===== config.mk =====
export PLATFORM = sky130hd
export DESIGN_NAME = lsu_result
export DESIGN_NICKNAME = d
export VERILOG_FILES = /design/src/lsu_pkg.sv /design/src/lsu_result.sv
export SDC_FILE = /design/constraint.sdc
export NUM_CORES = 1
export LEC_CHECK = 0
export BUFFER_PORTS_ARGS = -buffer_cell sky130_fd_sc_hd__buf_2
export CAP_MARGIN = 20
export CORE_MARGIN = 1.5
export CORE_UTILIZATION = 35
export CTS_BUF_LIST = sky130_fd_sc_hd__clkbuf_16
export DETAILED_ROUTE_END_ITERATION = 12
export PLACE_DENSITY_LB_ADDON = 0.2
export SLEW_MARGIN = 20
export SYNTH_ARGS = -nofsm -noshare
export SYNTH_HDL_FRONTEND = slang
export SYNTH_SLANG_ARGS = --single-unit

===== constraint.sdc =====
create_clock -name clk -period 2.8 [get_ports clk]
set_clock_uncertainty 0.2 [all_clocks]
set_input_delay 0.42 -clock clk [delete_from_list [all_inputs] [get_ports clk]]
set_output_delay 0.42 -clock clk [all_outputs]
set_load 0.1 [all_outputs]

===== src/lsu_pkg.sv =====
`default_nettype none

package lsu_pkg;

    // data and address width of the core
    parameter int xlen_w = 32;

    // RISC-V load/store funct3 codes
    typedef enum logic [2:0] {
        f3_lb  = 3'b000,
        f3_lh  = 3'b001,
        f3_lw  = 3'b010,
        f3_lbu = 3'b100,
        f3_lhu = 3'b101
    } lsu_funct3_t;

    // stores share the load codes, qualified by the store flag
    parameter lsu_funct3_t f3_sb = f3_lb;
    parameter lsu_funct3_t f3_sh = f3_lh;
    parameter lsu_funct3_t f3_sw = f3_lw;

    // access size in funct3[1:0]
    parameter logic [1:0] size_byte = 2'b00;
    parameter logic [1:0] size_half = 2'b01;
    parameter logic [1:0] size_word = 2'b10;

    typedef enum logic [1:0] {
        resp_okay   = 2'b00,
        resp_slverr = 2'b10
    } axi_resp_t;

    // decoded operation, decode to execute
    typedef struct packed {
        logic              is_store;
        lsu_funct3_t       funct3;
        logic [1:0]        byte_offset;
        logic [xlen_w-1:0] addr;
        logic [xlen_w-1:0] wdata;
        logic [3:0]        wstrb;
        logic              misaligned;
        logic [4:0]        rd;
    } lsu_op_t;

    // raw bus result, execute to result
    typedef struct packed {
        logic [xlen_w-1:0] rdata;
        axi_resp_t         resp;
        logic              misaligned;
        logic              is_store;
        lsu_funct3_t       funct3;
        logic [1:0]        byte_offset;
        logic [4:0]        rd;
    } lsu_raw_t;

endpackage

`default_nettype wire


===== src/lsu_result.sv =====
`timescale 1ns/10ps
`default_nettype none

module lsu_result (
    input  wire                     clk,
    input  wire                     rst,
    input  wire                     raw_valid,
    output logic                    raw_ready,
    input  wire lsu_pkg::lsu_raw_t  raw,
    output logic                    rsp_valid,
    input  wire                     rsp_ready,
    output logic [lsu_pkg::xlen_w-1:0] rsp_data,
    output logic [4:0]              rsp_rd,
    output logic                    rsp_err,
    output logic                    busy
);
    import lsu_pkg::*;

    logic [31:0] lane;
    logic [31:0] load_data;

    // a held response blocks the next raw record
    assign raw_ready = !rsp_valid;
    assign busy      = rsp_valid;

    // addressed byte or half moved down to bit 0
    assign lane = raw.rdata >> {raw.byte_offset, 3'b000};

    always_comb begin
        case (raw.funct3)
            f3_lb:   load_data = {{24{lane[7]}}, lane[7:0]};
            f3_lh:   load_data = {{16{lane[15]}}, lane[15:0]};
            f3_lbu:  load_data = {24'h0, lane[7:0]};
            f3_lhu:  load_data = {16'h0, lane[15:0]};
            default: load_data = raw.rdata;
        endcase
    end

    always_ff @(posedge clk) begin
        if (rst) begin
            rsp_valid <= 1'b0;
        end else if (raw_valid && raw_ready) begin
            rsp_valid <= 1'b1;
        end else if (rsp_ready) begin
            rsp_valid <= 1'b0;
        end
    end

    always_ff @(posedge clk) begin
        if (raw_valid && raw_ready) begin
            rsp_data <= raw.is_store ? '0 : load_data;
            rsp_rd   <= raw.rd;
            rsp_err  <= raw.misaligned || (raw.resp != resp_okay);
        end
    end

endmodule

`default_nettype wire


Word level (Yosys, flattened, before mapping)
Index checks and enable logic that the tools add are counted.
- multipliers: 0
- shift operators: 1
- $lt $le $gt $ge: 0
- reductions and logical operators: 6
- bitwise operators: 0
- equality and inequality tests: 3
- add/subtract/negate cells: 0
- muxes and demuxes: 3
- div/mod/pow operators: 0
- operator list (kind ; number):
    32-bit one-hot mux with 4 select lines ; 1
    32-bit by 5-bit >> shifter with 16-bit output ; 1
    3-bit equality test (second input constant) ; 2
    2-bit nonzero test ; 2
    3-bit by 1-bit equality test with 1-bit output (second input constant) ; 1
    3-bit logical NOT ; 1
    1-bit two-way mux ; 2
    1-bit logical AND ; 1
    1-bit logical NOT ; 1
    1-bit logical OR ; 1
- bits in read-only memories: 0
- bits of input ports: 50
- RAM bits: 0
- output and inout port bits: 41
- word-level logic and storage cells: 17
- memories: 0
- bits in latches: 0
- flip-flop bits (word level): 39

Longest topological paths before layout
- depth in word-level cells: 3
- depth in mapped cells: 6
- mapped depth without buffers: 4

Least setup slack after synthesis
No wires, ideal clock.
- path kind: reg-to-reg
- start point: register rsp_valid (netlist: busy)
- end point: register rsp_data[0] (netlist bit) (enable)
- setup time: 0.437 ns
- stages on the path, launching flop included: 2
- data arrival time: 2.535 ns
- buffers on the path: 0
- clock period less this slack: 3.172 ns
- path slack: -0.372 ns
- required time: 2.163 ns
- cells stage by stage: dfxtp_1 nor2b_1
- word-level cells in the longest chain between the ends: 2
- ends and longest elaborated chain (element ; line ; RTL):
    from (decl) ; lsu_result.sv:10 ; output logic rsp_valid,
    from (signal assigned) ; lsu_result.sv:41 ; rsp_valid <= 1'b0;
    from (signal assigned) ; lsu_result.sv:43 ; rsp_valid <= 1'b1;
    from (signal assigned) ; lsu_result.sv:45 ; rsp_valid <= 1'b0;
    1-bit logical NOT ; lsu_result.sv:23 ; assign raw_ready = !rsp_valid;
    1-bit logical AND ; lsu_result.sv:50 ; if (raw_valid && raw_ready) begin
    to (signal assigned) ; lsu_result.sv:51 ; rsp_data <= raw.is_store ? '0 : load_data;
    to (decl) ; lsu_result.sv:12 ; output logic [lsu_pkg::xlen_w-1:0] rsp_data,
No other way between the ends.
A chain may end at the register's enable or synchronous reset.

Worst setup path after layout
- start point: input port raw[6] (netlist bit)
- end point: register rsp_data[20] (netlist bit), data pin
- word-level cells in the longest chain between the ends: 2
- ends and longest elaborated chain (element ; line ; RTL):
    from (decl) ; lsu_result.sv:9 ; input wire lsu_pkg::lsu_raw_t raw,
    32-bit by 5-bit >> shifter with 16-bit output ; lsu_result.sv:27 ; assign lane = raw.rdata >> {raw.byte_offset, 3'b000};
    32-bit one-hot mux with 4 select lines ; lsu_result.sv:30 ; case (raw.funct3)
No other way between the ends.

==> impl_metrics.tcl <==
set metrics [dict create \
    cp_max_fo 21 \
    final_nets 322 \
    grt_max_degree 39 \
    worst_pin_slew_ps 551 \
    netlist_area_sq_um 2090 \
    start_util_pct 37.0 \
    synthCells 186 \
    ys_ff_latch 39 \
    regArea_sq_um 1160 \
    setup.worst_path.end_class "flip-flop" \
    period_needed_ps 2040 \
    r2r-start "busy" \
    wl_per_cell_microns 14.6 \
    hp-start "rst" \
    cp_top_family "buffers and inverters" \
    n_antenna_cell 0 \
    clk_pin_slew_ps 60 \
    fin_crit_sh_pct 72.8 \
    io_buffers 90 \
    crit_arrival_ps 1850 \
    cts_tree "done" \
    pre_cts_ws_ps 457 \
    grt_pass1_vias 1568 \
    synth_warnings 0 \
    slew_headroom_pct 63.3 \
    cp_slowest_cell "mux2_2" \
    synth_edf_count 38 \
    die-width_microns 80.2 \
    async_reset_ff_share_pct 0 \
    drc 0 \
    cts_resized 0 \
    synth_top_area_share_pct 54.7 \
    fin_hold_ws_ps 107 \
    cp_num_buf_inv 2 \
    met2_usage_pct 26.4 \
    via_count 1731 \
    cpPeakStageDelay_ps 450 \
    cts_sinks 39 \
    boundaryPins 91 \
    ff2ff_setup_slack_ps 1320 \
    rsz0062_at_grt "no" \
    die_area_sq_um 6430 \
    dp_hpwl_microns 3600 \
    whs_endpoint "busy" \
    ant_nets 0 \
    crit_path_start_kind "input pin" \
    hold_viol 0 \
    final_cell_mix "buf_2, edfxtp_1, nand2_1" \
    ys.flop_type "edfxtp_1" \
    rows 27 \
    num-fill-cells 542 \
    power.density_nw_per_um2 709 \
    postCtsSetupBuffers 0 \
    drt-total-wl_microns 5030 \
    grt_use_total_pct 16.3 \
    crit_chain "buf_2 > mux2_2 > o311ai_4 > buf_4 > a21oi_1" \
    coreArea_sq_um 5640 \
    multiInputGateArea_sq_um 843 \
    overflow 0 \
    setup_tns_ps 0 \
    layout_setup_ws_ps 762 \
    drtIter0Drc 78 \
    syn_avg_cell_area_sq_um 11.2 \
    p_leak_nw 1.16 \
    hp-class "input pin to flip-flop" \
    slew_viol_final 0 \
    syn_nets 236 \
    path_class "input pin to flip-flop" \
    ir_drop_mv 0.236 \
    r2r-end "rsp_data[0]" \
    gp_congestion 0.752 \
    crit_required_ps 2610 \
    clock_path_buffers 2 \
    cts.hold.buffers_added 0 \
    viasPerCell 5.02 \
    grt_pass1_wl_microns 7820 \
    setup_violations 0 \
    cap_violations 0 \
    use_met3_pct 3.86 \
    status "completed" \
    htree_levels 2 \
    final_layout_size_suffix_gt1_share_pct 44.7 \
    dr.pass1.iters 4 \
    root_buffer "clkbuf_16" \
    cts_buffers 5 \
    synth_top_area_cell "edfxtp_1" \
    yosysUniqueCellTypes 35 \
    gr-max-usage-layer "met2" \
    die_height_microns 80.2 \
    area_growth_syn_to_layout_pct 32.9 \
    synth_area_leaders "edfxtp_1, nand2_1, mux2i_1" \
    fmax_ghz 0.491 \
    whs_path_depth 2 \
    yosysSeqAreaShare_pct 55.7 \
    reg2reg_depth 2 \
    worstSkewPairLatency_ps 270 \
    grtUsageMet1_pct 21.1 \
    grt_antenna_before_repair 0 \
    final_common_cell "buf_2" \
]
[how the worst max path moves through the flow]
stage              endpoint  slack (ps)   start  cells after the start
2_1_floorplan   rsp_data[0]         340    busy                      1
3_3_place_gp   rsp_data[23]         480  raw[6]                      5
4_1_cts        rsp_data[20]         770  raw[6]                      5
6_report       rsp_data[20]         760  raw[6]                      5
3_5_place_dp   rsp_data[20]         460  raw[6]                      5
5_1_grt        rsp_data[23]         660  raw[6]                      5
[per-stage QoR]
step	area, sq um	utilization [%]	cells	total power, mW
after floorplan	2090	-	186	1.15
after global placement	2580	45.8	337	1.26
after global routing	2770	49.1	345	2.03
final	2770	49.1	345	1.96
after detailed placement	2580	45.8	337	1.26
after CTS	2770	49.1	345	1.99
[power breakdown]
group          switching (mW)  internal (mW)  total, mW
sequential             0.0110          0.692      0.703
combinational           0.432          0.108      0.540
clock                   0.215          0.507      0.722
total                   0.658           1.31       1.96
[flip-flops by register name, indices dropped and copies added, names as in the netlist]
signal    cells
rsp_data     32
rsp_err       1
busy          1
rsp_rd        5
[layout make-up]
type                    instances  share of cell area, %
multi-input cells             130                   30.4
well taps                      72                   3.25
clock inverters                 3                   2.30
flip-flops and latches         39                   41.9
repair buffers                 94                   17.3
clock buffers                   5                   4.51
inverters                       2                  0.271
[kinds of logic (layout without fill, tap and decap cells)]
kind of cell / count (synthesis) / count (layout) / share of synthesized area, %
DFF: 39 / 39 / 55.7
AOI/OAI and AO/OA: 52 / 52 / 18.4
muxes: 11 / 11 / 5.94
and+or+nand+nor: 66 / 66 / 15.4
xor gates and xnor gates: 1 / 1 / 0.420
buffers and inverters: 17 / 104 / 4.26
[routing by layer]
metal,wire [microns],vias up
li1,-,852
met1,2170,804
met2,2470,68
met3,310,7
met4,77,0
met5,0,-
[synth_stat cells (2+ instances only)]
| master | instances |
|---|---|
| a21oi_1 | 8 |
| a21oi_2 | 10 |
| a2bb2oi_1 | 6 |
| buf_1 | 2 |
| buf_2 | 2 |
| buf_4 | 2 |
| buf_6 | 2 |
| clkbuf_1 | 7 |
| edfxtp_1 | 38 |
| inv_1 | 2 |
| mux2i_1 | 9 |
| nand2_1 | 25 |
| nand3b_1 | 7 |
| nor2_1 | 19 |
| nor3_1 | 7 |
| o21ai_0 | 14 |
| o22ai_1 | 8 |
No activity file was read; power rests on OpenSTA's default activity.
