**src/lsu_pkg.sv**
```systemverilog
`default_nettype none

package lsu_pkg;

    // data and address width of the core
    parameter int xlen_w = 32;

    // RISC-V load/store funct3 codes
    typedef enum logic [2:0] {
        f3_lb  = 3'b000,
        f3_lh  = 3'b001,
        f3_lw  = 3'b010,
        f3_lbu = 3'b100,
        f3_lhu = 3'b101
    } lsu_funct3_t;

    // stores share the load codes, qualified by the store flag
    parameter lsu_funct3_t f3_sb = f3_lb;
    parameter lsu_funct3_t f3_sh = f3_lh;
    parameter lsu_funct3_t f3_sw = f3_lw;

    // access size in funct3[1:0]
    parameter logic [1:0] size_byte = 2'b00;
    parameter logic [1:0] size_half = 2'b01;
    parameter logic [1:0] size_word = 2'b10;

    typedef enum logic [1:0] {
        resp_okay   = 2'b00,
        resp_slverr = 2'b10
    } axi_resp_t;

    // decoded operation, decode to execute
    typedef struct packed {
        logic              is_store;
        lsu_funct3_t       funct3;
        logic [1:0]        byte_offset;
        logic [xlen_w-1:0] addr;
        logic [xlen_w-1:0] wdata;
        logic [3:0]        wstrb;
        logic              misaligned;
        logic [4:0]        rd;
    } lsu_op_t;

    // raw bus result, execute to result
    typedef struct packed {
        logic [xlen_w-1:0] rdata;
        axi_resp_t         resp;
        logic              misaligned;
        logic              is_store;
        lsu_funct3_t       funct3;
        logic [1:0]        byte_offset;
        logic [4:0]        rd;
    } lsu_raw_t;

endpackage

`default_nettype wire

```
**src/lsu_decode.sv**
```systemverilog
`timescale 1ns/10ps
`default_nettype none

module lsu_decode (
    input  wire                               clk,
    input  wire                               rst,
    input  wire                               req_valid,
    output logic                              req_ready,
    input  wire                               req_store,
    input  wire lsu_pkg::lsu_funct3_t         req_funct3,
    input  wire [lsu_pkg::xlen_w-1:0]         req_base,
    input  wire [lsu_pkg::xlen_w-1:0]         req_offset,
    input  wire [lsu_pkg::xlen_w-1:0]         req_wdata,
    input  wire [4:0]                         req_rd,
    input  wire                               busy,
    output logic                              op_valid,
    input  wire                               op_ready,
    output lsu_pkg::lsu_op_t                  op
);
    import lsu_pkg::*;

    lsu_op_t     next_op;
    logic [31:0] addr;
    logic [1:0]  offset;

    // only one operation in the whole unit at a time
    assign req_ready = !busy && !op_valid;

    assign addr   = req_base + req_offset;
    assign offset = addr[1:0];

    always_comb begin
        next_op.is_store    = req_store;
        next_op.funct3      = req_funct3;
        next_op.byte_offset = offset;
        next_op.addr        = addr;
        next_op.rd          = req_rd;
        // move store data into the addressed byte lane
        next_op.wdata       = req_wdata << {offset, 3'b000};
        case (req_funct3[1:0])
            size_byte: begin
                next_op.wstrb      = 4'b0001 << offset;
                next_op.misaligned = 1'b0;
            end
            size_half: begin
                next_op.wstrb      = 4'b0011 << offset;
                next_op.misaligned = addr[0];
            end
            default: begin
                next_op.wstrb      = 4'b1111;
                next_op.misaligned = |addr[1:0];
            end
        endcase
    end

    always_ff @(posedge clk) begin
        if (rst) begin
            op_valid <= 1'b0;
        end else if (req_valid && req_ready) begin
            op_valid <= 1'b1;
        end else if (op_ready) begin
            op_valid <= 1'b0;
        end
    end

    // payload register, loaded on accept
    always_ff @(posedge clk) begin
        if (req_valid && req_ready) begin
            op <= next_op;
        end
    end

    // held op is not disturbed while execute stalls
    a_op_stable: assert property (@(posedge clk) disable iff (rst)
        op_valid && !op_ready |=> op_valid && $stable(op));

endmodule

`default_nettype wire

```
**config.mk**
```make
export PLATFORM = sky130hd
export DESIGN_NAME = lsu_decode
export DESIGN_NICKNAME = d
export VERILOG_FILES = /design/src/lsu_pkg.sv /design/src/lsu_decode.sv
export SDC_FILE = /design/constraint.sdc
export NUM_CORES = 1
export LEC_CHECK = 0
export BUFFER_PORTS_ARGS = -buffer_cell sky130_fd_sc_hd__buf_2
export CAP_MARGIN = 40
export CORE_MARGIN = 1
export CORE_UTILIZATION = 40
export DETAILED_ROUTE_END_ITERATION = 7
export PLACE_DENSITY = 0.69
export RECOVER_POWER = 50
export SETUP_SLACK_MARGIN = 0.15
export SYNTH_ARGS = -nofsm -noshare
export SYNTH_HDL_FRONTEND = slang
export SYNTH_SLANG_ARGS = --single-unit
```
**constraint.sdc**
```tcl
create_clock -name clk -period 5.6 [get_ports clk]
set_clock_uncertainty 0.2 [all_clocks]
set_input_delay 0.56 -clock clk [delete_from_list [all_inputs] [get_ports clk]]
set_output_delay 0.56 -clock clk [all_outputs]
set_load 0.01 [all_outputs]
```
# Yosys cells after proc, flatten, opt, wreduce, memory -nomap -nowiden
# Index checks and enable logic that the tools add are counted.
[totals]
register_bits = 81
latchBits = 0
mem_bits_rw = 0
romBits = 0
in_bits = 110
output_inout_bits = 82
word_cells = 24
memories = 0
[op_classes]
add_sub_neg = 1
n_mul = 0
div = 0
magnitude_cmp = 0
n_eq_ne = 1
shifts = 3
n_mux = 3
bitwise = 0
n_reduce_logical = 7
[ops]
columns = ["op", "count"]
rows = [
  ["adder 32 bit", 1],
  ["<< shifter 32 x 5 -> 32 bit", 1],
  ["case mux 5 bit (2 select lines)", 1],
  ["<< shifter 1 x 2 -> 4 bit, first input constant", 1],
  ["<< shifter 2 x 2 -> 4 bit, first input constant", 1],
  ["== test 2 x 1 -> 1 bit, second input constant", 1],
  ["logical AND 1 bit", 2],
  ["logical NOT 1 bit", 2],
  ["logical NOT 2 bit", 1],
  ["2-to-1 mux 1 bit", 2],
  ["nonzero test 2 bit", 1],
  ["OR reduction 2 bit", 1],
]

# Logic depth before layout (Yosys ltp)
# Gate-level depths: netlist of run 1.
[depth]
word_depth = 4
depth_mapped = 10
ltp_nobuf = 10

# Least setup slack after synthesis of run 1
# Ideal clock, no wire load.
[synth_timing]
kind = "input port to flip-flop"
startpoint = "input busy"
endpoint = "register op[0] (netlist bit) (enable)"
setup_ns = 0.446
t_arrival_ns = 2.645
setup_slack_ns = 2.309
cell_stages = 2
path_buffers = 0
cell_sequence = "nor2_1 and2_1"
[synth_between]
elab_chain_cells = 3
[synth_rtl]
columns = ["item", "line_no", "text"]
rows = [
  ["from (decl)", "lsu_decode.sv:15", "input wire busy,"],
  ["logical NOT 1 bit", "lsu_decode.sv:27", "assign req_ready = !busy && !op_valid;"],
  ["logical AND 1 bit", "lsu_decode.sv:27", ""],
  ["logical AND 1 bit", "lsu_decode.sv:68", "if (req_valid && req_ready) begin"],
  ["to (signal assigned)", "lsu_decode.sv:69", "op <= next_op;"],
  ["to (decl)", "lsu_decode.sv:18", "output lsu_pkg::lsu_op_t op"],
]
# Every way passes these cells.
# A chain may end at the register's enable or synchronous reset.

# Final worst setup path of run 1
[layout_timing]
startpoint = "input req_base[0] (netlist bit)"
endpoint = "register op[68] (netlist bit) (data pin)"
[layout_between]
elab_chain_cells = 1
[layout_rtl]
columns = ["item", "line_no", "text"]
rows = [
  ["from (decl)", "lsu_decode.sv:11", "input wire [lsu_pkg::xlen_w-1:0] req_base,"],
  ["adder 32 bit", "lsu_decode.sv:29", "assign addr = req_base + req_offset;"],
  ["via addr[26]", "lsu_decode.sv:23", "logic [31:0] addr;"],
]
# The timed path passes the listed nets, and every way through them passes these cells.

==> results of run 1 <==
through the flow:
stage | instances | hold slack [ns] | power (mW) | setup WS [ns]
floorplan | 418 | 0.337 | 1.01 | 2.31
global placement | 734 | 0.287 | 1.14 | 2.38
detailed placement | 735 | 0.327 | 1.15 | 2.27
CTS | 750 | 0.170 | 1.66 | 2.61
global route | 750 | 0.183 | 1.73 | 2.44
finish | 750 | 0.179 | 1.64 | 2.55
cell usage in the layout (no fill, tap or decap), drive strengths merged, types with 16 or more instances in the layout:
cell	n
buf	110
clkbuf	94
edfxtp	78
a21oi	42
nand2	40
o21ai	33
ha	31
nor2	23
xnor2	16
mux2i	16
report_power, final:
group          switching [mW]  internal, mW
Sequential             0.0124         0.715
Combinational           0.239         0.164
Clock                   0.217         0.293
Total                   0.468          1.17
cell families (layout without fill, tap and decap cells):
| logic type | Yosys count | in the layout | synth area share [%] |
|---|---|---|---|
| fa+ha+maj | 32 | 32 | 8.82 |
| compound gates | 128 | 128 | 17.3 |
| simple gates | 106 | 106 | 11.2 |
| mux | 17 | 17 | 3.71 |
| xor+xnor | 29 | 29 | 5.49 |
| buf+inv | 27 | 219 | 2.41 |
| flops | 79 | 79 | 51.1 |
worst max-delay path by stage:
| stage | startpoint | to | slack, ns | cells past startpoint |
|---|---|---|---|---|
| CTS | req_base[0] | op[68] | 2.61 | 10 |
| floorplan | busy | op[0] | 2.31 | 2 |
| global placement | req_base[0] | op[68] | 2.38 | 10 |
| global route | req_base[0] | op[68] | 2.44 | 10 |
| detailed placement | req_base[0] | op[68] | 2.27 | 10 |
| finish | req_base[0] | op[68] | 2.55 | 10 |
registers in the layout, indices dropped and copies added, names as in the netlist:
register  flops
op           78
op_valid      1
layer usage:
layer | wire, um | track usage, % | up-vias
met5 | 0 | 0 | -
met4 | 273 | 9.05 | 0
met3 | 821 | 2.79 | 21
met2 | 5720 | 33.3 | 183
met1 | 4960 | 24.5 | 1830
li1 | - | - | 1949
cell type report:
cell class | instances | area [um2] | share of cell area [%]
clock buffers | 10 | 229 | 3.90
repair buffers | 194 | 893 | 15.2
inverters | 10 | 37.5 | 0.639
flip-flops and latches | 79 | 2360 | 40.2
clock inverters | 5 | 26.3 | 0.447
well taps | 140 | 175 | 2.98
multi-input cells | 312 | 2150 | 36.6
==> results.json, run 1 <==
{
  "dieArea_um2": 12000,
  "pwr_density_cell_nw_per_um2": 279,
  "clk_pin_slew_worst_paths_ns": 0.06,
  "grt_pass1_vias": 3734,
  "cts_hold_buf": 0,
  "synthTopCellsByCount": "edfxtp_1 (78), a21oi_1 (42), nand2_1 (40)",
  "cp.required_ns": 5.48,
  "min_to": "op_valid",
  "cts.sinks": 79,
  "worstReg2RegStart": "op_valid",
  "post_cts_resized": 0,
  "grt_pass1_wl_um": 17900,
  "yosysTopAreaCell": "edfxtp_1",
  "worstHoldPathCells": 2,
  "setup_tns_ns": 0,
  "synth_cell_types": 49,
  "post-route-util_pct": 53.2,
  "hp-class": "input port to flip-flop",
  "tightest_slew_ns": 1.52,
  "core_um2": 11000,
  "r2r_slack_ns": 3.04,
  "period_share_pct": 54.4,
  "clk_latency_ns": 0.33,
  "worstSetupPathType": "input port to flip-flop",
  "async_flop_share_pct": 0,
  "path_cells": "buf_2 > ha_1 > inv_1 > fa_1 > nor2b_1 > o2111ai_1 > a211oi_1 > or2_1 > a31oi_1 > o311a_1",
  "io_pins": 192,
  "drt-pass1-iter-count": 5,
  "n_antenna_cell": 0,
  "synth_top_area_share_pct": 50.7,
  "synth.most_common_cell": "edfxtp_1",
  "rows": 38,
  "cp-end-kind": "flip-flop",
  "clock-root-buffer": "clkbuf_16",
  "cp.arrival_ns": 2.92,
  "critical-path-top-delay-family": "compound AO/OA/AOI/OAI gates",
  "gp_congestion": 0.935,
  "clockBufferDepth": 2,
  "path_buf_inv": 2,
  "status": "finished with violations",
  "slowest_stage": "fa_1",
  "vias_per_cell": 5.31,
  "cp_slowest_stage_delay_ns": 0.40,
  "route.detailed.drc": 0,
  "post_cts_buffers": 0,
  "drive_gt1_share_pct": 21.1,
  "syn_nets": 560,
  "yosys-top-cells-area": "edfxtp_1 (51%), ha_1 (8.4%), a21oi_1 (4.5%)",
  "ant_nets": 0,
  "ys.flop_type": "edfxtp_1",
  "cts.htree.levels": 3,
  "ys_seq_area_share_pct": 51.1,
  "dp.final_hpwl_um": 9030,
  "ys_ff_latch": 79,
  "die_h_um": 110,
  "cts_buffers": 9,
  "synth_area_per_cell_um2": 11.1,
  "relSlewSlack_pct": -1.69,
  "yosys_warnings": 0,
  "nFillCells": 1029,
  "synth_area_um2": 4620,
  "crit_path_start_kind": "input port",
  "gr-total-overflow": 0,
  "ir_drop_v": 0.000174,
  "r2r_cells": 3,
  "fmax_mhz": 328,
  "num-nets-final": 748,
  "cp_max_fo": 4,
  "wl_per_cell_um": 15.7,
  "fin_crit_ns": 3.05,
  "cts_tree": "built",
  "grt_usage_pct": 19.6,
  "rsz0062_at_grt": "false",
  "violations": "max-capacitance violations, max-slew violations",
  "final_cell_area_um2": 5870,
  "dr.first_iter.drc_count": 240,
  "reg2reg_to": "op[76]",
  "drv_cap": 1,
  "floorplan.initialDensity_pct": 41.9,
  "synth-edff-count": 78,
  "power_leakage_nw": 2.36,
  "drv_slew": 21,
  "area_growth_pct": 27.0,
  "dpl-instance-area_um2": 5730,
  "antenna_found_initial": 0,
  "worstHoldStart": "rst",
  "setup_violations": 0,
  "drt_wl_total_um": 11800,
  "die_x_um": 110,
  "port_buffers": 191,
  "finalHoldViolations": 0,
  "vias": 3983,
  "synthCells": 418,
  "grt_max_degree": 60
}
No activity file was read; power rests on OpenSTA's default activity.
==> run 2: changes to the inputs <==
ABC_AREA = 1   (was unset)
PLACE_DENSITY = 0.67   (was 0.69)
clock period = 3.2 ns   (was 5.6 ns; I/O delays follow)
==> run 2 against run 1 <==
Effect of this change:
- the run now ends clean
- cell count up 45%
- power up 88%
- clock power up 110%
- synthesized cell count up 69%
- critical path type unchanged
==> results.json, run 2 <==
{
  "final_cell_mix": "nand2_1 (249), inv_1 (138), buf_2 (107), clkbuf_1 (85), edfxtp_1 (78)",
  "worstSetupPathType": "input port to flip-flop",
  "rsz0062_at_grt": "false",
  "drv_cap": 0,
  "critical-path-top-delay-family": "buffers and inverters",
  "rows": 41,
  "drive_gt1_share_pct": 14.4,
  "crit_path_start_kind": "input port",
  "power_leakage_nw": 3.47,
  "floorplan.initialDensity_pct": 41.4,
  "dp.final_hpwl_um": 11100,
  "relSlewSlack_pct": 13.2,
  "cp-end-kind": "flip-flop",
  "min_to": "op_valid",
  "ys_seq_area_share_pct": 44.7,
  "largest_register_ffs": 78,
  "worst_path_most_repeated_cell": "o21ai_0",
  "cts.htree.levels": 3,
  "worstReg2RegStart": "op_valid",
  "gr-total-overflow": 0,
  "path_buf_inv": 2,
  "cts_tree": "built",
  "clk_pin_slew_worst_paths_ns": 0.06,
  "hp-class": "input port to flip-flop",
  "ant_nets": 0,
  "route.detailed.drc": 0,
  "gp_congestion": 0.867,
  "clock-root-buffer": "clkbuf_16",
  "setup_violations": 0,
  "cp.required_ns": 3.18,
  "drt-pass1-iter-count": 5,
  "cp.arrival_ns": 2.38,
  "synthCells": 707,
  "drv_slew": 0,
  "grt_pass1_vias": 4558,
  "vias": 5068,
  "largestRegisters": "op x78, op_valid x1",
  "synth_cell_types": 29,
  "setup_tns_ns": 0,
  "dr.first_iter.drc_count": 380,
  "die_x_um": 117,
  "grt_usage_pct": 20.7,
  "syn_nets": 849,
  "period_share_pct": 74.9,
  "pwr_density_cell_nw_per_um2": 459,
  "finalHoldViolations": 0,
  "post_cts_buffers": 0,
  "fin_crit_ns": 2.40,
  "grt_pass1_wl_um": 21300,
  "area_growth_pct": 27.5,
  "die_h_um": 117,
  "num-nets-final": 1054,
  "dieArea_um2": 13700,
  "cp_max_fo": 36,
  "io_pins": 192,
  "vias_per_cell": 4.65,
  "cts.sinks": 79,
  "slowest_stage": "clkbuf_1",
  "ys_ff_latch": 79,
  "drt_wl_total_um": 14000,
  "yosys_warnings": 0,
  "synth.most_common_cell": "nand2_1",
  "yosysTopAreaCell": "edfxtp_1",
  "grt_max_degree": 52,
  "antenna_found_initial": 0,
  "tightest_slew_ns": 1.30,
  "synth_area_per_cell_um2": 7.48,
  "r2r_cells": 5,
  "path_depth": 5,
  "wl_per_cell_um": 12.9,
  "cp_slowest_stage_delay_ns": 0.96,
  "async_flop_share_pct": 0,
  "final_common_cell": "nand2_1",
  "ir_drop_v": 0.000200,
  "synth_area_um2": 5290,
  "synth_top_area_share_pct": 44.3,
  "reg2reg_to": "op[47]",
  "worstHoldStart": "op_ready",
  "synth-edff-count": 78,
  "port_buffers": 191,
  "status": "finished clean",
  "fmax_mhz": 417,
  "n_antenna_cell": 0,
  "regMostFlops": "op",
  "synthTopCellsByCount": "nand2_1 (248), inv_1 (139), edfxtp_1 (78)",
  "path_cells": "buf_2 > ha_1 > clkbuf_1 > o21ai_0 > o21ai_0",
  "worstHoldPathCells": 4,
  "clk_latency_ns": 0.34,
  "clockBufferDepth": 2,
  "yosys-top-cells-area": "edfxtp_1 (44%), nand2_1 (18%), inv_1 (9.9%)",
  "ys.flop_type": "edfxtp_1",
  "cts_buffers": 9,
  "core_um2": 12800,
  "r2r_slack_ns": 1.05,
  "post-route-util_pct": 52.7
}
-- run 2: logic make-up after synthesis --
| logic type | Yosys count | synth area share (%) |
|---|---|---|
| AND/OR/NAND/NOR | 350 | 26.3 |
| buffers and inverters | 151 | 10.9 |
| AO/OA/AOI/OAI | 79 | 7.74 |
| flip-flops | 79 | 44.7 |
| adder cells (fa/ha/maj) | 32 | 7.72 |
| XOR/XNOR | 16 | 2.65 |
-- run 2: worst max path at each step --
stage,from,endpoint,slack (ns)
4_1_cts,req_base[0],op[12],0.94
3_5_place_dp,req_base[0],op[12],0.58
5_1_grt,req_base[0],op[35],0.62
3_3_place_gp,req_base[0],op[17],0.63
2_1_floorplan,op_valid,op[0],0.38
6_report,req_base[0],op[35],0.80
-- run 2: per-stage QoR --
stage	cells	worst slack (ns)	hold WS (ns)	instance area [um2]	total power [mW]
after floorplan	707	0.379	0.189	5290	1.78
after global routing	1089	0.623	0.0706	6740	3.26
after CTS	1089	0.939	0.0226	6860	3.13
final	1089	0.802	0.0382	6740	3.09
after detailed placement	1063	0.579	0.272	6450	2.05
after global placement	1062	0.631	0.265	6420	2.04
-- run 2: cell type report --
type / count / area (um2)
Fill cell: 1270 / 6040
Sequential cell: 79 / 2360
Multi-Input combinational cell: 477 / 2330
Timing Repair Buffer: 204 / 987
Inverter: 141 / 531
Clock buffer: 9 / 225
Tap cell: 172 / 215
Clock inverter: 7 / 82.6
-- run 2: power breakdown --
group / switching, mW / internal, mW / total [mW]
clock network: 0.454 / 0.614 / 1.07
registers: 0.0223 / 1.25 / 1.27
logic: 0.480 / 0.271 / 0.751
total: 0.956 / 2.13 / 3.09
-- run 2: what timing repair did --
| action | CTS | global route |
|---|---|---|
| setup endpoints to repair | 0 | 0 |
| gates resized for setup | 0 | 0 |
| hold buffers | 10 | 0 |
| endpoints found under the hold margin | 10 | 0 |
-- run 2: routing by layer --
| layer | track usage, % | up-vias | share of wire (%) |
|---|---|---|---|
| met5 | 0 | - | 0 |
| met4 | 8.44 | 0 | 1.9 |
| met3 | 3.91 | 19 | 6.8 |
| met2 | 34.4 | 206 | 45 |
| met1 | 26.6 | 2205 | 46 |
| li1 | - | 2638 | - |
-- run 2: tightest hold or removal path, cell delays in order --
cell and delay, ns:
buf_2 0.08, inv_1 0.03, nand2_1 0.04, a21oi_1 0.06
