## src/lsu_pkg.sv

```systemverilog
`default_nettype none

package lsu_pkg;

    // data and address width of the core
    parameter int xlen_w = 32;

    // RISC-V load/store funct3 codes
    typedef enum logic [2:0] {
        f3_lb  = 3'b000,
        f3_lh  = 3'b001,
        f3_lw  = 3'b010,
        f3_lbu = 3'b100,
        f3_lhu = 3'b101
    } lsu_funct3_t;

    // stores share the load codes, qualified by the store flag
    parameter lsu_funct3_t f3_sb = f3_lb;
    parameter lsu_funct3_t f3_sh = f3_lh;
    parameter lsu_funct3_t f3_sw = f3_lw;

    // access size in funct3[1:0]
    parameter logic [1:0] size_byte = 2'b00;
    parameter logic [1:0] size_half = 2'b01;
    parameter logic [1:0] size_word = 2'b10;

    typedef enum logic [1:0] {
        resp_okay   = 2'b00,
        resp_slverr = 2'b10
    } axi_resp_t;

    // decoded operation, decode to execute
    typedef struct packed {
        logic              is_store;
        lsu_funct3_t       funct3;
        logic [1:0]        byte_offset;
        logic [xlen_w-1:0] addr;
        logic [xlen_w-1:0] wdata;
        logic [3:0]        wstrb;
        logic              misaligned;
        logic [4:0]        rd;
    } lsu_op_t;

    // raw bus result, execute to result
    typedef struct packed {
        logic [xlen_w-1:0] rdata;
        axi_resp_t         resp;
        logic              misaligned;
        logic              is_store;
        lsu_funct3_t       funct3;
        logic [1:0]        byte_offset;
        logic [4:0]        rd;
    } lsu_raw_t;

endpackage

`default_nettype wire

```

## src/axi_lite_if.sv

```systemverilog
`timescale 1ns/10ps
`default_nettype none

interface axi_lite_if;
    import lsu_pkg::*;

    // write address and data
    logic [xlen_w-1:0] awaddr;
    logic              awvalid;
    logic              awready;
    logic [xlen_w-1:0] wdata;
    logic [3:0]        wstrb;
    logic              wvalid;
    logic              wready;

    // write response
    axi_resp_t         bresp;
    logic              bvalid;
    logic              bready;

    // read address and data
    logic [xlen_w-1:0] araddr;
    logic              arvalid;
    logic              arready;
    logic [xlen_w-1:0] rdata;
    axi_resp_t         rresp;
    logic              rvalid;
    logic              rready;

    modport master (
        output awaddr, awvalid, wdata, wstrb, wvalid, bready, araddr, arvalid, rready,
        input  awready, wready, bresp, bvalid, arready, rdata, rresp, rvalid
    );

    modport slave (
        input  awaddr, awvalid, wdata, wstrb, wvalid, bready, araddr, arvalid, rready,
        output awready, wready, bresp, bvalid, arready, rdata, rresp, rvalid
    );

endinterface

`default_nettype wire

```

## src/lsu_axi_master.sv

```systemverilog
`timescale 1ns/10ps
`default_nettype none

module lsu_axi_master (
    input  wire                    clk,
    input  wire                    rst,
    input  wire                    op_valid,
    output logic                   op_ready,
    input  wire lsu_pkg::lsu_op_t  op,
    output logic                   raw_valid,
    input  wire                    raw_ready,
    output lsu_pkg::lsu_raw_t      raw,
    output logic                   busy,
    axi_lite_if.master             axi
);
    import lsu_pkg::*;

    typedef enum logic [1:0] {
        st_idle,
        st_read,
        st_write,
        st_hold
    } state_t;

    state_t      state;
    lsu_op_t     op_q;
    logic [31:0] rdata_q;
    axi_resp_t   resp_q;
    logic        ar_done;
    logic        aw_done;
    logic        w_done;

    assign op_ready  = (state == st_idle);
    assign raw_valid = (state == st_hold);
    assign busy      = (state != st_idle);

    // bus addresses are always word aligned, lanes come from the strobe
    assign axi.araddr  = {op_q.addr[31:2], 2'b00};
    assign axi.arvalid = (state == st_read) && !ar_done;
    assign axi.rready  = (state == st_read);
    assign axi.awaddr  = {op_q.addr[31:2], 2'b00};
    assign axi.awvalid = (state == st_write) && !aw_done;
    assign axi.wdata   = op_q.wdata;
    assign axi.wstrb   = op_q.wstrb;
    assign axi.wvalid  = (state == st_write) && !w_done;
    assign axi.bready  = (state == st_write);

    assign raw = '{rdata: rdata_q, resp: resp_q, misaligned: op_q.misaligned,
                   is_store: op_q.is_store, funct3: op_q.funct3,
                   byte_offset: op_q.byte_offset, rd: op_q.rd};

    always_ff @(posedge clk) begin
        if (rst) begin
            state   <= st_idle;
            ar_done <= 1'b0;
            aw_done <= 1'b0;
            w_done  <= 1'b0;
        end else begin
            case (state)
                st_idle: begin
                    ar_done <= 1'b0;
                    aw_done <= 1'b0;
                    w_done  <= 1'b0;
                    if (op_valid) begin
                        // misaligned ops never touch the bus
                        if (op.misaligned) begin
                            state <= st_hold;
                        end else if (op.is_store) begin
                            state <= st_write;
                        end else begin
                            state <= st_read;
                        end
                    end
                end
                st_read: begin
                    if (axi.arvalid && axi.arready) begin
                        ar_done <= 1'b1;
                    end
                    if (axi.rvalid) begin
                        state <= st_hold;
                    end
                end
                st_write: begin
                    // aw and w may complete in either order
                    if (axi.awvalid && axi.awready) begin
                        aw_done <= 1'b1;
                    end
                    if (axi.wvalid && axi.wready) begin
                        w_done <= 1'b1;
                    end
                    if (axi.bvalid) begin
                        state <= st_hold;
                    end
                end
                default: begin
                    if (raw_ready) begin
                        state <= st_idle;
                    end
                end
            endcase
        end
    end

    always_ff @(posedge clk) begin
        if (state == st_idle && op_valid) begin
            op_q    <= op;
            rdata_q <= '0;
            resp_q  <= resp_okay;
        end else if (state == st_read && axi.rvalid) begin
            rdata_q <= axi.rdata;
            resp_q  <= axi.rresp;
        end else if (state == st_write && axi.bvalid) begin
            resp_q  <= axi.bresp;
        end
    end

    a_no_rw_overlap: assert property (@(posedge clk) disable iff (rst)
        !(axi.awvalid && axi.arvalid));

    a_wvalid_hold: assert property (@(posedge clk) disable iff (rst)
        axi.wvalid && !axi.wready |=> axi.wvalid);

endmodule

`default_nettype wire

```

## src/flat_wrapper.sv

```systemverilog
// flat-port wrapper written by rule: the top's interface ports become plain ports
module lsu_axi_master_flat import lsu_pkg::*;
  (clk, rst, op_valid, op_ready, op, raw_valid, raw_ready, raw, busy, axi_awaddr, axi_awvalid, axi_wdata, axi_wstrb, axi_wvalid, axi_bready, axi_araddr, axi_arvalid, axi_rready, axi_awready, axi_wready, axi_bresp, axi_bvalid, axi_arready, axi_rdata, axi_rresp, axi_rvalid);
  axi_lite_if axi_i ();
  input  wire clk;
  input  wire rst;
  input  wire op_valid;
  output logic op_ready;
  input  wire lsu_pkg::lsu_op_t op;
  output logic raw_valid;
  input  wire raw_ready;
  output lsu_pkg::lsu_raw_t raw;
  output logic busy;
  output wire logic [$bits(axi_i.awaddr)-1:0] axi_awaddr;
  output wire logic [$bits(axi_i.awvalid)-1:0] axi_awvalid;
  output wire logic [$bits(axi_i.wdata)-1:0] axi_wdata;
  output wire logic [$bits(axi_i.wstrb)-1:0] axi_wstrb;
  output wire logic [$bits(axi_i.wvalid)-1:0] axi_wvalid;
  output wire logic [$bits(axi_i.bready)-1:0] axi_bready;
  output wire logic [$bits(axi_i.araddr)-1:0] axi_araddr;
  output wire logic [$bits(axi_i.arvalid)-1:0] axi_arvalid;
  output wire logic [$bits(axi_i.rready)-1:0] axi_rready;
  input wire logic [$bits(axi_i.awready)-1:0] axi_awready;
  input wire logic [$bits(axi_i.wready)-1:0] axi_wready;
  input wire logic [$bits(axi_i.bresp)-1:0] axi_bresp;
  input wire logic [$bits(axi_i.bvalid)-1:0] axi_bvalid;
  input wire logic [$bits(axi_i.arready)-1:0] axi_arready;
  input wire logic [$bits(axi_i.rdata)-1:0] axi_rdata;
  input wire logic [$bits(axi_i.rresp)-1:0] axi_rresp;
  input wire logic [$bits(axi_i.rvalid)-1:0] axi_rvalid;
  assign axi_awaddr = axi_i.awaddr;
  assign axi_awvalid = axi_i.awvalid;
  assign axi_wdata = axi_i.wdata;
  assign axi_wstrb = axi_i.wstrb;
  assign axi_wvalid = axi_i.wvalid;
  assign axi_bready = axi_i.bready;
  assign axi_araddr = axi_i.araddr;
  assign axi_arvalid = axi_i.arvalid;
  assign axi_rready = axi_i.rready;
  assign axi_i.awready = axi_awready;
  assign axi_i.wready = axi_wready;
  assign axi_i.bresp = axi_bresp;
  assign axi_i.bvalid = axi_bvalid;
  assign axi_i.arready = axi_arready;
  assign axi_i.rdata = axi_rdata;
  assign axi_i.rresp = axi_rresp;
  assign axi_i.rvalid = axi_rvalid;
  lsu_axi_master u_core (.clk(clk), .rst(rst), .op_valid(op_valid), .op_ready(op_ready), .op(op), .raw_valid(raw_valid), .raw_ready(raw_ready), .raw(raw), .busy(busy), .axi(axi_i));
endmodule
```

## config.mk

```make
export PLATFORM = sky130hd
export DESIGN_NAME = lsu_axi_master_flat
export DESIGN_NICKNAME = d
export VERILOG_FILES = /design/src/lsu_pkg.sv /design/src/axi_lite_if.sv /design/src/lsu_axi_master.sv /design/src/flat_wrapper.sv
export SDC_FILE = /design/constraint.sdc
export NUM_CORES = 1
export LEC_CHECK = 0
export BUFFER_PORTS_ARGS = -buffer_cell sky130_fd_sc_hd__buf_2
export CAP_MARGIN = 20
export CORE_AREA = 2 2 109 111
export CTS_CLUSTER_DIAMETER = 60
export DETAILED_ROUTE_END_ITERATION = 12
export DIE_AREA = 0 0 111 113
export GPL_TIMING_DRIVEN = 0
export HOLD_SLACK_MARGIN = 0.03
export PLACE_DENSITY = 0.81
export SLEW_MARGIN = 20
export SYNTH_ARGS = -nofsm -noshare
export SYNTH_HDL_FRONTEND = slang
export SYNTH_SLANG_ARGS = --single-unit
```

## constraint.sdc

```tcl
create_clock -name clk -period 5.39 [get_ports clk]
set_input_delay 1.078 -clock clk [delete_from_list [all_inputs] [get_ports clk]]
set_output_delay 1.078 -clock clk [all_outputs]
set_load 0.02 [all_outputs]
```

Word-level counts from Yosys, hierarchy flattened
Cells that the tools add are included.
Widths: inputs -> output; s select.
Word-level totals
  flip-flop bits (word level): 119
  latch bits: 0
  bits in writable memories: 0
  ROM bits: 0
  output and inout port bits: 154
  word-level logic and storage cells: 60
  memories: 0
Operators by class
  $add $sub $neg: 0
  multiply operators: 0
  div/mod/pow operators: 0
  $lt $le $gt $ge: 0
  eq/ne operators: 9
  shifts and indexed selects: 0
  mux-type cells: 15
  bitwise gates (word level): 0
  reduce and logical (&&, ||, !) cells: 22
Operators with widths (number)
  $mux 2: 8
  $ne 2x1->1 const B: 5
  $logic_and 1x1->1: 9
  $reduce_bool 2->1: 4
  $pmux 1 s2: 3
  $pmux 2 s3: 1
  $reduce_and 2->1: 3
  $eq 2x2->1 const B: 2
  $reduce_and 4->1: 1
  $reduce_bool 4->1: 1
  $logic_not 1->1: 3
  $mux 1: 3
  $eq 2x1->1 const B: 1
  $logic_not 2->1: 1
  $ne 2x2->1 const B: 1

Longest topological paths before layout
Gate-level depths: netlist of the first run.
  depth after elaboration: 5
  gate-level depth with buffers: 7
  gate-level depth less buffers: 5

Least setup slack after synthesis of the first run
No wires, ideal clock.
  path type: input to register
  start: in op_valid
  end: reg u_core.op_q (netlist bit u_core.axi.araddr[10]) (enable)
  library setup time: 0.473 ns
  data arrival time: 3.739 ns
  required time: 4.917 ns
  setup slack: 1.178 ns
  stages on the path: 3
  path buffers: 2
  cells stage by stage: and2_1 > clkbuf_1 > clkbuf_1
On the way
  word-level cells in the longest chain between the ends: 1
RTL lines
  from (decl): RTL line flat_wrapper.sv:7  | input wire op_valid;
  $logic_and 1x1->1: RTL line lsu_axi_master.sv:105  | if (state == st_idle && op_valid) begin
  to (signal assigned): RTL line lsu_axi_master.sv:106  | op_q <= op;
  to (decl): RTL line lsu_axi_master.sv:26  | lsu_op_t op_q;
No other way between the ends.
A chain may end at the register's enable or synchronous reset.

Worst setup path after layout of the first run
  start: reg u_core.state[0]
  end: out axi_wvalid
On the way
  word-level cells in the longest chain between the ends: 2
RTL lines
  from (decl): RTL line lsu_axi_master.sv:25  | state_t state;
  from (signal assigned): RTL line lsu_axi_master.sv:54  | state <= st_idle;
  from (signal assigned): RTL line lsu_axi_master.sv:67  | state <= st_hold;
  from (signal assigned): RTL line lsu_axi_master.sv:69  | state <= st_write;
  $eq 2x2->1: RTL line lsu_axi_master.sv:45  | assign axi.wvalid = (state == st_write) && !w_done;
  $logic_and 1x1->1: RTL line lsu_axi_master.sv:45
  to (decl): RTL line flat_wrapper.sv:18  | output wire logic [$bits(axi_i.wvalid)-1:0] axi_wvalid;
No other way between the ends.

==> results of run 1 <==
-- cells by family (layout without fill, tap and decap cells) --
| logic type | count (synthesis) | count (layout) | share of synthesized area, % |
|---|---|---|---|
| AO/OA/AOI/OAI | 46 | 46 | 5.94 |
| other | 1 | 5 | 0.0898 |
| buffers and inverters | 50 | 355 | 7.64 |
| flip-flops | 117 | 117 | 74.8 |
| adder cells (fa/ha/maj) | 7 | 7 | 2.10 |
| multiplexers | 2 | 2 | 0.629 |
| AND/OR/NAND/NOR | 88 | 88 | 8.78 |
-- worst max-delay path by stage --
stage	slack, ns	cells past startpoint	to
floorplan	1.18	3	u_core.axi.araddr[10]
global placement	0.13	4	u_core.axi.araddr[23]
detailed placement	2.59	5	u_core.axi.araddr[28]
CTS	2.71	4	axi_wvalid
global route	2.63	4	axi_wvalid
finish	2.72	4	axi_wvalid
-- sequential cells by signal, indices dropped and copies added, names as in the netlist --
register           cells
u_core.axi.wdata      32
u_core.rdata_q        32
u_core.axi.araddr     30
u_core.raw            12
u_core.axi.wstrb       4
u_core.resp_q          2
u_core.state           2
u_core.ar_done         1
u_core.aw_done         1
u_core.w_done          1
-- power by group --
group,switching (mW),leakage (nW),internal [mW]
registers,0.102,1.06,1.23
clock network,0.403,0.292,0.733
logic,0.715,1.60,0.395
-- layer usage --
metal,wire length [um],up-vias,GRT usage [%]
met3,1120,19,7.82
met5,13,-,0
li1,-,1633,-
met4,250,2,7.50
met1,3910,1560,18.3
met2,5940,182,32.3
-- area by class of cell --
class / instances / share of cell area (%)
Clock buffer: 18 / 6.74
Multi-Input combinational cell: 147 / 11.7
Inverter: 5 / 0.295
Buffer: 45 / 4.78
Timing Repair Buffer: 273 / 21.8
Antenna cell: 1 / 0.0393
Tap cell: 143 / 2.81
Clock inverter: 14 / 2.77
Sequential cell: 117 / 49.1
-- synth_stat cells, drive strengths merged --
master / n / share of area, %
edfxtp: 78 / 56
nand2: 72 / 6.5
dfxtp: 39 / 19
a21oi: 37 / 4.4
buf: 37 / 6.5
clkbuf: 8 / 0.72
ha: 7 / 2.1
nor2b: 7 / 1.0
inv: 5 / 0.45
o21ai: 4 / 0.48
nor2: 3 / 0.27
a311oi: 2 / 0.42
and2: 2 / 0.30
mux2: 2 / 0.63
a22o: 1 / 0.21
conb: 1 / 0.090
nand2b: 1 / 0.15
nor3: 1 / 0.12
o31ai: 1 / 0.18
o41ai: 1 / 0.21
or2: 1 / 0.15
or4: 1 / 0.27
-- critical path: cells and delay by family (launching register included) --
kind | cells | cell delay, ns
flops | 1 | 0.45
fa+ha+maj | 1 | 0.30
buf+inv | 2 | 0.28
simple gates | 1 | 0.17
-- through the flow --
step / hold slack [ns] / setup WS [ns]
after floorplan: 0.440 / 1.18
after global placement: 0.439 / 0.126
after detailed placement: 0.443 / 2.59
after CTS: 0.451 / 2.71
after global routing: 0.463 / 2.63
final: 0.450 / 2.72
-- layout by cell type (no fill, tap or decap), types with 2 or more instances in the layout --
cell type / netlist / final
nor2_1: 3 / 3
a311oi_1: 2 / 2
clkbuf_1: 8 / 8
o21ai_0: 4 / 4
and2_1: 2 / 2
inv_6: 0 / 4
conb_1: 1 / 4
ha_1: 7 / 7
buf_4: 34 / 34
clkinv_2: 0 / 2
nand2_1: 72 / 72
a21oi_1: 37 / 37
clkinvlp_4: 0 / 2
buf_2: 3 / 275
clkbuf_16: 0 / 17
nor2b_1: 7 / 7
clkinv_4: 0 / 3
bufinv_16: 0 / 3
edfxtp_1: 78 / 78
dfxtp_1: 39 / 39
inv_1: 5 / 5
==> run_results.csv, run 1 <==
group,metric,value,unit
status,outcome,"complete, no violations",
clock_network,path_clk_slew,0.05,ns
critical_path,r2r_setup_slack,3.06,ns
sta,clock_skew,0.00376,ns
critical_path,r2r-start,"u_core.state[1]",
synthesis,synth.avg_cell_area,13.4,um2
synthesis,yosysSeqAreaShare,74.8,%
sta,rsz0062_at_grt,"no",
global_route,antenna_found_initial,2,
clock_network,clock-sinks,117,
clock_network,cts_max_level,4,
clock_network,cts_hold_buf,0,
critical_path,crit_fanout,8,
sta,max_freq,375,MHz
clock_network,postCtsSetupRepairBufs,0,
sta,finalCriticalPeriod,2.67,ns
cells_and_area,multi_input_area,743,um2
min_path,hp-class,"register to register",
cells_and_area,area_growth,52.5,%
placement,gp_congestion,0.830,
cells_and_area,fin_area,6360,um2
cells_and_area,nets,738,
placement,portBuffers,272,
sta,finalCritPeriodShare,49.5,%
power,power.leakage,2.95,nW
clock_network,ctsResizeCount,0,
critical_path,worst_ep_required_time,4.31,ns
sta,finalSetupViolCount,0,
critical_path,startpoint,"u_core.state[0]",
floorplan,die_area,12500,um2
min_path,worst_hold_path.num_cells,2,
critical_path,r2r_end,"u_core.axi.wdata[0]",
critical_path,slowest_delay,0.45,ns
floorplan,core-area,11300,um2
power,p_per_area,562,nW/um2
routing,drc,0,
sta,fin_setup_tns,0,ns
synthesis,yosysWarningCount,0,
clock_network,cts-root-buf,"clkbuf_16",
cells_and_area,seq_area,3120,um2
synthesis,syn-cell-area,4170,um2
synthesis,yosys.cell_types.count,24,
routing,post_drt_wl_per_cell,14.7,um
floorplan,initial_utilization,37.0,%
routing,routed_via_density,4.45,
min_path,min_to,"u_core.rdata_q[21]",
floorplan,io_pins,279,
clock_network,cts.path.max_buffers,2,
clock_network,worstSkewPairLatency,0.39,ns
sta,hold_viol_final,0,
min_path,worstHoldStart,"u_core.rdata_q[21]",
cells_and_area,instances_no_fill,763,
global_route,grt_max_degree,61,
routing,drtIter0Drc,128,
floorplan,rows,39,
global_route,overflow,0,
routing,drt_wl_total,11200,um
placement,placed_cells,730,
placement,dp_hpwl,9000,um
global_route,grt_pass1_wl,17200,um
critical_path,startpoint_type,"register",
clock_network,cts_buffers,17,
floorplan,die_h,113,um
cells_and_area,drive_gt1_share,55.9,%
critical_path,critical_path.slowest_cell,"dfxtp_1",
power,vdd_drop_max,0.247,mV
placement,dpl-instance-area,5760,um2
critical_path,worstPathArrival,1.59,ns
critical_path,path_cells,"inv_1, ha_1, nor2b_1, buf_2",
synthesis,syn-instance-count,311,
sta,finalMaxSlewViolations,0,
cells_and_area,final_util,56.5,%
global_route,grt_pass1_vias,3413,
job,drv_cap,0,
routing,drt-pass1-iter-count,4,
routing,ant_nets,0,
critical_path,critPathKind,"register to output port",
cells_and_area,n_fill_cell,967,
routing,vias,3396,
critical_path,r2r_cells,6,
power,total_power,3.58,mW
global_route,track_usage,18.0,%
synthesis,synth_seq_cells,117,
critical_path,end_kind,"output port",
floorplan,fp.dieW,111,um
clock_network,cts_tree,"built",
No activity file was read; power rests on OpenSTA's default activity.
==> run 2: changes to the inputs <==
==> constraint.sdc (replaced) <==
create_clock -name clk -period 2.61 [get_ports clk]
set_input_delay 0.522 -clock clk [delete_from_list [all_inputs] [get_ports clk]]
set_output_delay 0.522 -clock clk [all_outputs]
set_load 0.02 [all_outputs]
==> run 2 against run 1 <==
  * Wire length up 1.1%
  * Sequential share of layout area about the same
  * Global-route usage shrank 0.088 points
==> run_results.csv, run 2 (synthesis results as in run 1) <==
group,metric,value,unit
status,outcome,"complete, no violations",
floorplan,fp.dieW,111,um
clock_network,clock-sinks,117,
min_path,min_to,"u_core.axi.araddr[24]",
critical_path,r2r_end,"u_core.axi.araddr[15]",
power,vdd_drop_max,0.522,mV
sta,rsz0062_at_grt,"no",
cells_and_area,seq_area,3120,um2
clock_network,postCtsSetupRepairBufs,0,
cells_and_area,area_growth,52.5,%
critical_path,r2r_cells,6,
routing,drt-pass1-iter-count,4,
cells_and_area,final_util,56.5,%
global_route,overflow,0,
sta,worst_slack,0.304,ns
placement,gp_congestion,0.819,
floorplan,io_pins,279,
critical_path,end_kind,"register",
routing,drc,0,
cells_and_area,nets,738,
global_route,grt_max_degree,55,
sta,finalMaxSlewViolations,0,
job,drv_cap,0,
min_path,hp-class,"primary input to register",
critical_path,startpoint_type,"register",
clock_network,worstSkewPairLatency,0.39,ns
critical_path,worstPathArrival,2.39,ns
cells_and_area,drive_gt1_share,55.9,%
sta,max_freq,434,MHz
sta,finalCritPeriodShare,88.4,%
routing,drt_wl_total,11300,um
floorplan,die_h,113,um
floorplan,initial_utilization,37.0,%
critical_path,r2r_setup_slack,0.30,ns
placement,portBuffers,272,
floorplan,die_area,12500,um2
clock_network,cts_buffers,17,
min_path,worstHoldStart,"op[66]",
cells_and_area,multi_input_area,743,um2
power,p_per_area,1160,nW/um2
sta,holdWs,0.296,ns
sta,finalSetupViolCount,0,
floorplan,rows,39,
cells_and_area,mostFrequentLayoutCell,"buf_2",
placement,dp_hpwl,8980,um
routing,ant_nets,0,
clock_network,cts_max_level,4,
cells_and_area,n_fill_cell,977,
placement,dpl-instance-area,5750,um2
global_route,track_usage,17.9,%
min_path,worst_hold_path.num_cells,1,
sta,fin_setup_tns,0,ns
cells_and_area,layout_common_cells,"buf_2 (275), edfxtp_1 (78), nand2_1 (72)",
sta,finalCriticalPeriod,2.31,ns
clock_network,cts_tree,"built",
floorplan,core-area,11300,um2
power,power.leakage,2.95,nW
clock_network,cts.path.max_buffers,2,
critical_path,worst_ep_required_time,2.70,ns
sta,hold_viol_final,0,
global_route,antenna_found_initial,4,
clock_network,path_clk_slew,0.06,ns
sta,clock_skew,0.00536,ns
clock_network,cts-root-buf,"clkbuf_16",
routing,routed_via_density,4.45,
routing,drtIter0Drc,164,
global_route,grt_pass1_vias,3418,
critical_path,r2r-start,"u_core.state[1]",
routing,vias,3401,
critical_path,crit_fanout,54,
global_route,grt_pass1_wl,17100,um
placement,dp_slack,0.0615,ns
cells_and_area,fin_area,6370,um2
routing,post_drt_wl_per_cell,14.8,um
critical_path,critPathKind,"register to register",
-- run 2: cell types whose count changed in the layout (fill, tap and decap cells not counted), sizes merged --
cell	previous run	this run
clkbuf	26	24
clkinv	5	7
diode	1	3
inv	9	7
buf	310	311
clkinvlp	2	3
-- run 2: timing repair --
item                                    4_1_cts  5_1_grt
gates resized for setup                       0        2
endpoints found under the setup margin        0       34
hold endpoints to repair                      0        0
hold buffers                                  0        0
-- run 2: how the worst max path moves through the flow --
stage	depth (start not counted)	end	from	slack, ns
2_1_floorplan	5	u_core.axi.araddr[10]	u_core.state[1]	0.08
3_3_place_gp	5	u_core.axi.wdata[23]	u_core.state[1]	-0.53
3_5_place_dp	6	u_core.axi.araddr[29]	u_core.state[1]	0.06
4_1_cts	6	u_core.axi.araddr[15]	u_core.state[1]	0.05
5_1_grt	6	u_core.axi.araddr[15]	u_core.state[1]	0.11
6_report	6	u_core.axi.araddr[15]	u_core.state[1]	0.30
-- run 2: area by class of cell --
class | instances | area share (%)
diodes | 3 | 0.118
plain buffers | 45 | 4.83
clock buffers | 17 | 6.68
clock inverters | 15 | 2.85
inverters | 5 | 0.295
multi-input cells | 147 | 11.7
flip-flops and latches | 117 | 49.0
well taps | 143 | 2.81
repair buffers | 273 | 21.7
-- run 2: metal layers --
| metal | part of all wire (%) | GRT usage (%) | up-vias | routed length (um) |
|---|---|---|---|---|
| li1 | - | - | 1631 | - |
| met1 | 37 | 18.6 | 1578 | 4220 |
| met2 | 52 | 31.8 | 174 | 5940 |
| met3 | 8.6 | 7.77 | 16 | 974 |
| met4 | 1.7 | 7.42 | 2 | 197 |
| met5 | 0.15 | 0 | - | 17 |
-- run 2: power breakdown --
part | internal, mW | leakage, nW | switching, mW
clock | 1.51 | 0.289 | 0.835
sequential | 2.54 | 1.06 | 0.206
combinational | 0.813 | 1.60 | 1.49
total | 4.86 | 2.95 | 2.53
-- run 2: metrics by stage --
| step | instances | power [mW] |
|---|---|---|
| floorplan | 314 | 4.24 |
| global placement | 729 | 5.02 |
| detailed placement | 730 | 5.10 |
| CTS | 762 | 7.46 |
| global route | 764 | 7.75 |
| finish | 765 | 7.39 |
-- run 2: worst max-delay path: stages, from the launching register on --
cell and delay, ns:
dfxtp_1 0.34, inv_1 0.16, ha_1 0.23, and2_1 0.14
clkbuf_1 0.35, buf_6 0.48, buf_12 0.27
==> run 3: changes to the inputs <==
--- a/config.mk
+++ b/config.mk
@@ -14,6 +14,7 @@
 export GPL_TIMING_DRIVEN = 0
 export HOLD_SLACK_MARGIN = 0.03
 export PLACE_DENSITY = 0.81
+export REMOVE_ABC_BUFFERS = 1
 export SLEW_MARGIN = 20
 export SYNTH_ARGS = -nofsm -noshare
 export SYNTH_HDL_FRONTEND = slang
==> constraint.sdc (replaced) <==
create_clock -name clk -period 2.3 [get_ports clk]
set_input_delay 0.115 -clock clk [delete_from_list [all_inputs] [get_ports clk]]
set_output_delay 0.115 -clock clk [all_outputs]
set_load 0.02 [all_outputs]
==> run 3 against run 2 <==
  * Flip-flop and latch count unchanged
  * Wire length rose by 18%
  * Register-to-register slack got worse by 0.06 ns
  * Clock power rose by 9.0%
  * Non-clock buffer count grew 73
  * Critical path depth is 2 lower
  * Power rose by 13%
  * Design area increased by 14%
  * Largest power group unchanged
==> run_results.csv, run 3 (synthesis results as in run 1) <==
group,metric,value,unit
min_path,worstHoldStart,"axi_arready",
clock_network,cts_tree,"built",
sta,clock_skew,0.00783,ns
global_route,grt_max_degree,59,
critical_path,r2r_cells,4,
critical_path,crit_family,"simple AND/OR/NAND/NOR gates",
power,combinationalPowerShare,31.7,%
clock_network,cts.path.max_buffers,2,
cells_and_area,area_growth,73.2,%
routing,m1WireLength,4420,um
critical_path,path_cells,"inv_1, ha_1, and2_4, buf_16",
routing,highest_layer,"met4",
sta,rsz0062_at_grt,"no",
routing,drc,0,
floorplan,die_h,113,um
critical_path,startpoint_type,"register",
routing,drt_wl_total,13400,um
critical_path,worstPathArrival,2.13,ns
power,p_switching,2.93,mW
clock_network,cts-root-buf,"clkbuf_16",
sta,holdWs,0.111,ns
sta,finalSetupViolCount,0,
cells_and_area,mostFrequentLayoutCell,"buf_2",
critical_path,crit_fanout,58,
floorplan,fp.dieW,111,um
global_route,grt_pass1_vias,4007,
power,total_power,8.33,mW
critical_path,r2r_end,"u_core.axi.wdata[17]",
routing,vias,3826,
power,clkPwrFrac,30.7,%
critical_path,end_kind,"register",
status,outcome,"complete, no violations",
placement,dp_hpwl,8160,um
floorplan,die_area,12500,um2
sta,finalCritPeriodShare,89.2,%
sta,hold_viol_final,0,
clock_network,path_clk_slew,0.06,ns
floorplan,io_pins,279,
placement,dp_slack,0.247,ns
critical_path,critPathBufInv,2,
power,p_sw_share,35.2,%
routing,met3_length,963,um
routing,routed_via_density,4.57,
cells_and_area,instances_no_fill,837,
routing,met2WireLength,7430,um
global_route,grt_pass1_wl,20200,um
critical_path,r2r_setup_slack,0.25,ns
critical_path,critPathKind,"register to register",
min_path,hp-class,"primary input to register",
cells_and_area,layout_common_cells,"buf_2 (272), dlygate4sd3_1 (117), edfxtp_1 (78)",
sta,max_freq,487,MHz
floorplan,rows,39,
cells_and_area,multi_input_area,747,um2
sta,tightestPinTransition,0.755,ns
power,p_per_area,1150,nW/um2
critical_path,r2r-start,"u_core.state[1]",
power,power.leakage,3.24,nW
power,pwr-share-seq,37.6,%
sta,slew_headroom,49.7,%
global_route,overflow,0,
job,drv_cap,0,
power,vdd_drop_max,0.670,mV
placement,portBuffers,272,
sta,finalCriticalPeriod,2.05,ns
placement,gp_congestion,0.809,
floorplan,core-area,11300,um2
critical_path,critical_path.slowest_cell,"and2_4",
routing,post_drt_wl_per_cell,16.0,um
critical_path,slowest_delay,0.64,ns
cells_and_area,n_fill_cell,844,
routing,ant_nets,0,
routing,drtIter0Drc,245,
power,internal_power,5.40,mW
critical_path,worst_ep_required_time,2.37,ns
min_path,min_to,"u_core.ar_done",
placement,dpl-instance-area,5470,um2
critical_path,cp.depth,4,
clock_network,worstSkewPairLatency,0.40,ns
clock_network,postCtsSetupRepairBufs,0,
sta,worst_slack,0.248,ns
cells_and_area,fin_area,7230,um2
clock_network,cts_max_level,4,
clock_network,clock-sinks,117,
cells_and_area,nets,811,
cells_and_area,seq_area,3120,um2
min_path,worst_hold_path.num_cells,4,
global_route,track_usage,21.0,%
clock_network,cts_buffers,17,
sta,finalMaxSlewViolations,0,
global_route,antenna_found_initial,1,
routing,drt-pass1-iter-count,7,
floorplan,initial_utilization,37.0,%
cells_and_area,drive_gt1_share,44.8,%
placement,placed_cells,686,
-- run 3: cell types whose count changed in the layout (fill, tap and decap cells not counted), sizes merged --
cell / previous run / this run
clkbuf: 24 / 17
diode: 3 / 2
buf: 311 / 274
dlygate4sd3: 0 / 117
bufinv: 3 / 2
inv: 7 / 8
-- run 3: timing repair --
action                                  4_1_cts  5_1_grt
endpoints found under the hold margin       115        0
resized for setup                             0        0
hold buffers                                117        0
endpoints found under the setup margin        0        0
-- run 3: final cells by class --
type,instances,area share [%]
repair buffers,391,35.6
inverters,5,0.260
flip-flops and latches,117,43.2
multi-input cells,147,10.3
clock inverters,15,2.15
clock buffers,17,5.89
well taps,143,2.48
diodes,2,0.0692
-- run 3: worst register-to-register path: stages (launching register included) --
cell and delay (ns):
dfxtp_1 0.35, inv_1 0.16, ha_1 0.23, and2_4 0.64, buf_16 0.33
-- run 3: stage by stage --
stage / utilization (%) / setup TNS [ns]
floorplan: - / -127.05
global placement: 48.1 / -233.44
detailed placement: 48.5 / 0
CTS: 64.1 / 0
global route: 64.1 / 0
finish: 64.1 / 0
-- run 3: worst max path at each step --
| stage | start | slack (ns) | end |
|---|---|---|---|
| finish | u_core.state[1] | 0.25 | u_core.axi.wdata[17] |
| global route | u_core.state[1] | 0.09 | u_core.axi.wdata[30] |
| CTS | u_core.state[1] | 0.22 | u_core.axi.wdata[17] |
| detailed placement | u_core.state[1] | 0.25 | u_core.axi.wdata[16] |
| global placement | u_core.state[1] | -2.15 | u_core.raw[1] |
| floorplan | u_core.state[1] | -1.20 | u_core.axi.araddr[10] |
-- run 3: power by group through the flow --
| stage | sequential (mW) | clock, mW | combinational [mW] |
|---|---|---|---|
| after floorplan | 3.99 | 0 | 0.646 |
| after global placement | 3.11 | 0 | 2.23 |
| after detailed placement | 3.15 | 0 | 2.46 |
| after CTS | 3.12 | 2.60 | 2.63 |
| after global routing | 3.19 | 2.71 | 2.79 |
| final | 3.13 | 2.55 | 2.64 |
-- run 3: layer usage --
metal / track usage (%) / up-vias
met5: 0 / -
met4: 12.4 / 0
met3: 6.80 / 46
met2: 39.9 / 231
met1: 19.5 / 1769
li1: - / 1780
